<file path="src/rtl/stepper_cmd_cfg.svh">
`ifndef STEPPER_CMD_CFG_SVH
`define STEPPER_CMD_CFG_SVH

// Command FIFO geometry
`define CMD_FIFO_DEPTH 4
`define CMD_FIFO_AW    2

`define STEP_PERIOD 16   // CLK cycles between step pulses

// Command opcodes, byte 7 of a header word
`define OP_ENABLE 8'h0a
`define OP_MOVE   8'h01

`endif
</file>
<file path="src/rtl/stepper_cmd_pkg.sv">
`default_nettype none

`include "stepper_cmd_cfg.svh"

package stepper_cmd_pkg;

  typedef logic [63:0] cmd_word_t;   // One SPI command word
  typedef logic [7:0]  opcode_t;     // Byte 7 of a header
  typedef logic [31:0] step_count_t; // Low half of a count word

  // Extra bit tells full from empty
  typedef logic [`CMD_FIFO_AW:0] fifo_ptr_t;

  typedef enum logic [1:0] {
    EXEC_IDLE,  // Waiting for a header
    EXEC_ARG,   // Waiting for the count word of a move
    EXEC_RUN,   // Issuing step pulses
    EXEC_DONE   // One cycle of move_done
  } exec_state_t;

endpackage

`default_nettype wire

</file>
<file path="src/rtl/cmd_fifo_if.sv">
`timescale 1ns/1ps
`default_nettype none

interface cmd_fifo_if;

  logic                       push;
  stepper_cmd_pkg::cmd_word_t wr_word;
  logic                       full;
  logic                       pop;
  stepper_cmd_pkg::cmd_word_t rd_word;
  logic                       empty;

  modport writer (
    output push,
    output wr_word,
    input  full
  );

  modport reader (
    output pop,
    input  rd_word,
    input  empty
  );

  modport fifo (
    input  push,
    input  wr_word,
    input  pop,
    output full,
    output empty,
    output rd_word
  );

endinterface

`default_nettype wire

</file>
<file path="src/rtl/stepper_cmd_top.sv">
`timescale 1ns/1ps
`default_nettype none

module stepper_cmd_top (
  input  logic CLK,
  input  logic resetn,
  input  logic sck,
  input  logic cs,
  input  logic copi,
  output logic step,
  output logic dir,
  output logic en,
  output logic move_done,
  output logic buffer_ready,
  output logic overrun
);

  cmd_fifo_if fifo_bus ();

  spi_word_rx u_rx (
    .CLK     (CLK),
    .resetn  (resetn),
    .sck     (sck),
    .cs      (cs),
    .copi    (copi),
    .overrun (overrun),
    .fifo_w  (fifo_bus.writer)
  );

  cmd_fifo u_fifo (
    .CLK    (CLK),
    .resetn (resetn),
    .port   (fifo_bus.fifo)
  );

  step_executor u_exec (
    .CLK       (CLK),
    .resetn    (resetn),
    .fifo_r    (fifo_bus.reader),
    .step      (step),
    .dir       (dir),
    .en        (en),
    .move_done (move_done)
  );

  assign buffer_ready = !fifo_bus.full;  // Host may send another word

endmodule

`default_nettype wire

</file>
<file path="src/rtl/step_executor.sv">
`timescale 1ns/1ps
`default_nettype none

`include "stepper_cmd_cfg.svh"

module step_executor (
  input  logic CLK,
  input  logic resetn,
  cmd_fifo_if.reader fifo_r,
  output logic step,
  output logic dir,
  output logic en,
  output logic move_done
);

  stepper_cmd_pkg::exec_state_t state;
  stepper_cmd_pkg::opcode_t     opcode;
  stepper_cmd_pkg::step_count_t steps_left;
  stepper_cmd_pkg::step_count_t count_in;

  logic [$clog2(`STEP_PERIOD)-1:0] period_cnt;

  logic take_word;
  logic last_step;

  assign opcode   = fifo_r.rd_word[63:56];
  assign count_in = fifo_r.rd_word[31:0];

  // Only the header and count states consume words
  assign take_word = !fifo_r.empty &&
                     ((state == stepper_cmd_pkg::EXEC_IDLE) ||
                      (state == stepper_cmd_pkg::EXEC_ARG));
  assign fifo_r.pop = take_word;

  assign step      = (state == stepper_cmd_pkg::EXEC_RUN) && (period_cnt == '0);
  assign last_step = step && (steps_left == 32'd1);
  assign move_done = (state == stepper_cmd_pkg::EXEC_DONE);

  always_ff @(posedge CLK) begin
    if (!resetn) begin
      state      <= stepper_cmd_pkg::EXEC_IDLE;
      en         <= 1'b0;
      dir        <= 1'b0;
      steps_left <= '0;
      period_cnt <= '0;
    end else begin
      case (state)
        stepper_cmd_pkg::EXEC_IDLE: begin
          if (take_word) begin
            if (opcode == `OP_ENABLE) begin
              en <= fifo_r.rd_word[0];
            end else if (opcode == `OP_MOVE) begin
              dir   <= fifo_r.rd_word[0];  // Held until the next move header
              state <= stepper_cmd_pkg::EXEC_ARG;
            end
            // Anything else is dropped
          end
        end

        stepper_cmd_pkg::EXEC_ARG: begin
          if (take_word) begin
            steps_left <= count_in;
            period_cnt <= '0;
            if (count_in == '0 || !en) begin
              state <= stepper_cmd_pkg::EXEC_DONE;
            end else begin
              state <= stepper_cmd_pkg::EXEC_RUN;
            end
          end
        end

        stepper_cmd_pkg::EXEC_RUN: begin
          if (period_cnt == ($clog2(`STEP_PERIOD))'(`STEP_PERIOD - 1)) begin
            period_cnt <= '0;
          end else begin
            period_cnt <= period_cnt + 1'b1;
          end
          if (step) begin
            steps_left <= steps_left - 32'd1;
          end
          if (last_step) begin
            state <= stepper_cmd_pkg::EXEC_DONE;
          end
        end

        stepper_cmd_pkg::EXEC_DONE: begin
          state <= stepper_cmd_pkg::EXEC_IDLE;
        end

        default: begin
          state <= stepper_cmd_pkg::EXEC_IDLE;
        end
      endcase
    end
  end

endmodule

`default_nettype wire

</file>
<file path="src/rtl/cmd_fifo.sv">
`timescale 1ns/1ps
`default_nettype none

`include "stepper_cmd_cfg.svh"

module cmd_fifo (
  input  logic CLK,
  input  logic resetn,
  cmd_fifo_if.fifo port
);

  stepper_cmd_pkg::cmd_word_t mem [`CMD_FIFO_DEPTH];

  stepper_cmd_pkg::fifo_ptr_t wr_ptr;
  stepper_cmd_pkg::fifo_ptr_t rd_ptr;

  logic do_write;

  assign do_write = port.push && !port.full;  // Push while full is lost

  always_ff @(posedge CLK) begin
    if (!resetn) begin
      wr_ptr <= '0;
      rd_ptr <= '0;
    end else begin
      if (do_write) begin
        wr_ptr <= wr_ptr + 1'b1;
      end
      if (port.pop) begin
        rd_ptr <= rd_ptr + 1'b1;
      end
    end
  end

  always_ff @(posedge CLK) begin
    if (do_write) begin
      mem[wr_ptr[`CMD_FIFO_AW-1:0]] <= port.wr_word;
    end
  end

  // Same slot, different lap means full
  assign port.empty = (wr_ptr == rd_ptr);
  assign port.full  = (wr_ptr == {~rd_ptr[`CMD_FIFO_AW], rd_ptr[`CMD_FIFO_AW-1:0]});

  assign port.rd_word = mem[rd_ptr[`CMD_FIFO_AW-1:0]];  // Head, first word fall through

endmodule

`default_nettype wire

</file>
<file path="src/rtl/spi_word_rx.sv">
`timescale 1ns/1ps
`default_nettype none

module spi_word_rx (
  input  logic CLK,
  input  logic resetn,
  input  logic sck,
  input  logic cs,
  input  logic copi,
  output logic overrun,
  cmd_fifo_if.writer fifo_w
);

  logic [1:0] sck_sync;
  logic [1:0] cs_sync;
  logic [1:0] copi_sync;
  logic       sck_d;

  logic       sck_rise;
  logic       bit_take;
  logic       byte_end;
  logic       word_end;

  logic [2:0] bit_cnt;   // Bit within the byte
  logic [2:0] byte_cnt;  // Byte within the word
  logic [6:0] byte_sr;
  logic       push_q;

  stepper_cmd_pkg::cmd_word_t word_q;

  // Two-flop synchronizers plus edge history for SCK
  always_ff @(posedge CLK) begin
    if (!resetn) begin
      sck_sync  <= 2'b00;
      cs_sync   <= 2'b11;  // Deselected
      copi_sync <= 2'b00;
      sck_d     <= 1'b0;
    end else begin
      sck_sync  <= {sck_sync[0], sck};
      cs_sync   <= {cs_sync[0], cs};
      copi_sync <= {copi_sync[0], copi};
      sck_d     <= sck_sync[1];
    end
  end

  assign sck_rise = sck_sync[1] && !sck_d;
  assign bit_take = sck_rise && !cs_sync[1];
  assign byte_end = bit_take && (bit_cnt == 3'd7);
  assign word_end = byte_end && (byte_cnt == 3'd7);

  always_ff @(posedge CLK) begin
    if (!resetn) begin
      bit_cnt  <= '0;
      byte_cnt <= '0;
      push_q   <= 1'b0;
      overrun  <= 1'b0;
    end else begin
      push_q <= 1'b0;
      if (cs_sync[1]) begin
        bit_cnt  <= '0;  // Drop any partial word
        byte_cnt <= '0;
      end else if (bit_take) begin
        bit_cnt <= bit_cnt + 3'd1;
        if (byte_end) begin
          byte_cnt <= byte_cnt + 3'd1;
        end
        if (word_end) begin
          if (fifo_w.full) begin
            overrun <= 1'b1;  // Sticky until reset
          end else begin
            push_q <= 1'b1;
          end
        end
      end
    end
  end

  // Bytes arrive MSB first, LSB byte of the word first
  always_ff @(posedge CLK) begin
    if (bit_take) begin
      byte_sr <= {byte_sr[5:0], copi_sync[1]};
      if (byte_end) begin
        word_q[{byte_cnt, 3'b000} +: 8] <= {byte_sr, copi_sync[1]};
      end
    end
  end

  assign fifo_w.push    = push_q;
  assign fifo_w.wr_word = word_q;

endmodule

`default_nettype wire

</file>
<file path="config.mk">
export PLATFORM = sky130hd
export DESIGN_NAME = stepper_cmd_top
export DESIGN_NICKNAME = d
export VERILOG_FILES = /design/src/rtl/stepper_cmd_pkg.sv /design/src/rtl/cmd_fifo_if.sv /design/src/rtl/stepper_cmd_top.sv /design/src/rtl/step_executor.sv /design/src/rtl/cmd_fifo.sv /design/src/rtl/spi_word_rx.sv
export VERILOG_INCLUDE_DIRS = /design/src /design/src/rtl
export SDC_FILE = /design/constraint.sdc
export NUM_CORES = 1
export LEC_CHECK = 0
export BUFFER_PORTS_ARGS = -buffer_cell sky130_fd_sc_hd__buf_2
export CAP_MARGIN = 20
export CORE_MARGIN = 5
export CORE_UTILIZATION = 50
export DETAILED_ROUTE_END_ITERATION = 16
export PLACE_DENSITY = 0.65
export SLEW_MARGIN = 25
export SYNTH_ARGS = -nofsm -noshare
export SYNTH_HDL_FRONTEND = slang
export SYNTH_SLANG_ARGS = --single-unit
export TNS_END_PERCENT = 20
</file>
<file path="constraint.sdc">
create_clock -name CLK -period 6.7 [get_ports CLK]
set_input_delay 0 -clock CLK [delete_from_list [all_inputs] [get_ports CLK]]
set_output_delay 0 -clock CLK [all_outputs]
set_load 0.01 [all_outputs]
</file>
# After elaboration in Yosys (flattened, before gate mapping)
# Memory sizes are Yosys's and may differ from the RTL's. A register that Yosys moved wholly into a read port is not among the register bits.
# Cells that the tools add are included.
# totals
ram_bits	256
in_bits	5
memories	1
register_bits	132
# mem_list
name	words	width	rd	rd_clocked_by_memory_dff	wr	line_no	text
u_fifo.mem	4	64	1	1	1	cmd_fifo.sv:12	stepper_cmd_pkg::cmd_word_t mem [`CMD_FIFO_DEPTH];
# op_classes
muxes	19
n_addsub	7
shifts	2
n_reduce_logical	28
eq_ne	17
bitwise_logic	6
# op_table
cell	n
bitwise mux 64 bit	1
two-way mux 32 bit	2
case mux 32 bit (2 select lines)	1
variable shift 8 x 8 -> 64 bit, first input constant	1
indexed part select 8 x 8 -> 64 bit	1
equality test 32 x 1 -> 1 bit, second input constant	1
zero test 32 bit	1
subtractor 32 x 1 -> 32 bit, second input constant	1
two-way mux 2 bit	7
adder 3 x 1 -> 3 bit, second input constant	4
equality test 8 x 1 -> 1 bit, second input constant	1
equality test 8 x 4 -> 1 bit, second input constant	1
logical AND 1 bit	8
two-way mux 4 bit	2
inequality test 2 bit, second input constant	4
negator 6 -> 8 bit	1
case mux 2 bit (4 select lines)	1
case mux 4 bit (2 select lines)	1
AND reduction 4 bit	2
equality test 3 bit	2
equality test 3 bit, second input constant	2
inverter 1 bit	6
AND reduction 3 bit	2
zero test 1 bit	5
14 further kinds	21

# Logic depth before layout (Yosys ltp)
# depth
ltp_word	7
mapped_depth	10
depth_no_buf	8

# Hierarchy
# From an unflattened synthesis, not the netlist that was laid out.
# hier_totals
hier_cells	974
area_unflattened_um2	15879.0
# by_module_without_submodules
module	seq_area_each_um2	cells_each	area_each_um2	instances
cmd_fifo	7847.5	389	9696.8	1
spi_word_rx	2432.3	233	3469.6	1
step_executor	800.8	351	2708.8	1
stepper_cmd_top	0.0	1	3.8	1

# Least setup slack after synthesis
# Ideal clock, no wire load.
# synth_path
path_kind	reg-to-reg
start	reg u_rx.sck_sync[1]
end	reg u_rx.word_q[56] (netlist: u_rx.fifo_w.wr_word[56]), enable pin
setup_slack_ns	4.080
required_ns	6.302
path_buffers	1
arrival_ns	2.222
stages_incl_launch_ff	6
period_less_slack_ns	2.620
cell_sequence	dfxtp_1 -> nor2b_1 -> nor2b_1 -> clkbuf_1 -> nand2_1 -> nor4b_1
# synth_between
elab_chain_len	4
# synth_rtl
element	line_no	text
from (decl)	spi_word_rx.sv:14	logic [1:0] sck_sync;
from (signal assigned)	spi_word_rx.sv:39	sck_sync <= {sck_sync[0], sck};
logical AND 1 bit (*)	spi_word_rx.sv:46	assign sck_rise = sck_sync[1] && !sck_d;
logical AND 1 bit (*)	spi_word_rx.sv:47	assign bit_take = sck_rise && !cs_sync[1];
net u_rx.bit_take	spi_word_rx.sv:20	logic bit_take;
logical AND 1 bit	spi_word_rx.sv:48	assign byte_end = bit_take && (bit_cnt == 3'd7);
AND reduction 2 bit (no line) (*)	n/a	
to (signal, indexed assignment)	spi_word_rx.sv:83	word_q[{byte_cnt, 3'b000} +: 8] <= {byte_sr, copi_sync[1]};
to (decl)	spi_word_rx.sv:29	stepper_cmd_pkg::cmd_word_t word_q;
# The timed path passes the listed nets; every way through them passes the cells marked *.
# A chain may end at the register's enable or synchronous reset.

==> impl_metrics.tcl <==
set metrics [dict create \
    outcome "complete, no violations" \
    crit_path_start_kind "register" \
    timing.fmax_ghz 0.312 \
    nNetsFinal 810 \
    min_period_over_period 0.478 \
    post-synth-top-count-cell "edfxtp_1" \
    clkTransAtPathRegs_ns 0.06 \
    layout-area-overhead-vs-synth_pct 11.2 \
    cts_inserted_buffers 27 \
    first_pass_iters 5 \
    regToRegSetupSlack_ns 3.50 \
    ctsRootBufferMaster "clkbuf_16" \
    timing.critical_path.arrival_ns 3.62 \
    timing.reg2reg.worst_path_depth 7 \
    post_synth_xor_area_fraction 0.00788 \
    yosysWarningCount 0 \
    synth_common_cells "edfxtp_1 (207), dfxtp_1 (63), nor2_1 (55)" \
    place.detailed.hpwl_um 14400 \
    period_needed_ns 3.20 \
    timing.hold.ws_ns 0.210 \
    ios 11 \
    dr_total_vias 6354 \
    timing.hold.worst_endpoint "u_rx.copi_sync[0]" \
    cts-root-to-sink-buffers 3 \
    ys_seq_elements 270 \
    hold_depth 3 \
    finalSetupViolations 0 \
    detail_route.iter0.violations 664 \
    drc_errors 0 \
    routabilityCongestion 0.857 \
    hold_viol_final 0 \
    post_synth_and_or_nand_nor_area_fraction 0.120 \
    rr_endpoint "u_exec.state[0]" \
    finalClockSkew_ns 0.0158 \
    die_area_um2 25300 \
    crit_type "register to register" \
    netlist-cell-type-count 61 \
    fin_cells 1084 \
    antenna_violating_nets_post_route 0 \
    drive_gt1_frac 0.132 \
    main_combinational_cell_family_by_area_after_synthesis "simple AND/OR/NAND/NOR gates" \
    biggest_area_contributors_in_the_synthesized_netlist "edfxtp_1 (56%), dfxtp_1 (11%), mux4_2 (5.7%)" \
    worst_hold_startpoint "copi" \
    tns_ns 0 \
    synthAdderAreaFrac 0.0248 \
    post_cts.resized_instances 0 \
    syn_avg_cell_area_um2 14.5 \
    power-per-cell-area_nw_per_um2 355 \
    grt_antenna_before_repair 0 \
    synth_fp_nets 793 \
    htree_num_levels 1 \
    cp_data_required_time_ns 7.11 \
    synth_instances 766 \
    grt-ovfl-total 0 \
    cts_tree "built" \
    postSynth.asyncResetShare 0 \
    unrepaired_setup_endpoints_after_global_routing "false" \
    die_width_um 159 \
    worstSetupEndpointType "register" \
    holdCritPathClass "input pin to register" \
    die_y_um 159 \
    tightest_slew_ns 0.932 \
    yosys.area.top_type "edfxtp_1" \
    post_cts_hold_buffer_count 5 \
    max-cap-violations 0 \
    synthesis.area_um2 11100 \
    clock_latency_ns 0.53 \
    cts_num_sinks 270 \
    seq_area_frac_synth 0.672 \
    placement_rows 54 \
    synth_enable_flop_cells 207 \
    synth_compound_gate_area_share 0.0732 \
    power.ir.vdd_worst_v 0.000172 \
    total_of_buffers_placed_on_input_and_output_ports 10 \
    synth.top_cell.area_share 0.559 \
    power.static_leakage_nw 4.15 \
    avgViaCountPerCell 5.86 \
    synth.area.mux_share 0.0810 \
    post_cts_buffers 0 \
    final_core_util 0.565 \
    final_max_slew_viol_count 0 \
    first_global_vias 6300 \
    avgRoutedWirePerCell_um 20.3 \
    groute.usage.overall 0.172 \
    wirelength_um 22000 \
    path_max_fanout 40 \
    floorplan.core_area_um2 21900 \
    dominantRegCellSynth "edfxtp_1" \
    worst_slew_slack_as_a_fraction_of_its_limit 0.379 \
    start_util 0.508 \
    wire_length_of_the_first_global_routing_pass_um 35200 \
    placedCellCount 1029 \
    grt_max_degree 55 \
]
[worst max-delay path: stages (launching register included)]
cell	delay [ns]
dfxtp_2	0.31
buf_4	0.55
mux4_1	0.70
nor4_1	0.52
nand4_1	0.18
nor3_1	0.33
nor3_1	0.10
a2111oi_2	0.34
[cells by family (layout without fill, tap and decap cells)]
group	Yosys count	count (layout)
DFF	270	270
and+or+nand+nor	249	249
AOI/OAI and AO/OA	123	123
buffers and inverters	50	87
muxes	42	42
adders and majority gates	22	22
xor gates and xnor gates	10	10
other	0	1
[layer usage]
metal / global-route usage / vias up / share of wire
met2: 0.266 / 203 / 0.46
met1: 0.256 / 3123 / 0.46
met3: 0.0290 / 35 / 0.063
met5: 0 / - / 0
met4: 0.0485 / 0 / 0.021
li1: - / 2993 / -
[layout by cell type, fill, tap and decap left out, types with 5 or more instances in the layout]
cell	instances
xnor2_1	9
or3_1	7
a22oi_1	6
dfxtp_1	62
a21oi_1	38
nor4_1	13
mux4_1	8
clkinv_1	8
and2_1	49
clkinvlp_4	5
buf_2	10
mux2i_1	6
nand2_1	50
nand3_1	9
buf_4	5
edfxtp_1	207
a211oi_1	6
dlygate4sd3_1	5
nand2b_1	5
or4_1	5
mux4_2	28
clkbuf_16	27
and3_1	10
inv_1	16
o21ai_0	19
nand4_1	6
nor2_1	55
ha_1	22
nor3_1	10
o31a_1	7
a41oi_1	5
o22ai_1	10
[stage by stage]
step	cell area (um2)	power [mW]	setup slack, ns
floorplan	11100	2.69	4.08
global placement	11400	2.86	3.53
detailed placement	11400	2.90	3.44
CTS	12400	4.40	3.42
global route	12400	4.59	3.23
finish	12400	4.39	3.50
[report_power, final]
| group | internal (mW) | switching (mW) | total (mW) | leakage (nW) |
|---|---|---|---|---|
| sequential | 1.84 | 0.0625 | 1.90 | 2.43 |
| combinational | 0.339 | 0.652 | 0.991 | 1.30 |
| clock | 0.890 | 0.610 | 1.50 | 0.420 |
[how the worst max path moves through the flow]
stage	startpoint	end	depth (start not counted)
finish	register	u_exec.state[0]	7
global route	register	u_exec.state[0]	7
global placement	register	u_exec.state[0]	7
detailed placement	register	u_exec.state[0]	7
CTS	register	u_exec.state[0]	7
floorplan	u_rx.sck_sync[1]	u_rx.fifo_w.wr_word[56]	5
[state kept, by name, indices dropped and copies added, names as in the netlist, 3 cells and up, named ones only]
register,count
u_rx.bit_cnt,3
u_rx.fifo_w.wr_word,40
u_exec.period_cnt,4
u_rx.byte_sr,7
u_rx.byte_cnt,3
u_fifo.wr_ptr,3
u_exec.steps_left,32
u_fifo.rd_ptr,3
u_fifo.mem,160
[cell type report]
cell class / count / area (um2)
clock inverter: 20 / 208
sequential: 270 / 7480
fill: 1719 / 9520
tap: 280 / 350
multi-input combinational: 446 / 3440
timing repair buffer: 20 / 138
inverter: 18 / 67.6
antenna: 1 / 2.50
clock buffer: 29 / 683
Note: power is estimated with default switching activity, not from simulation.
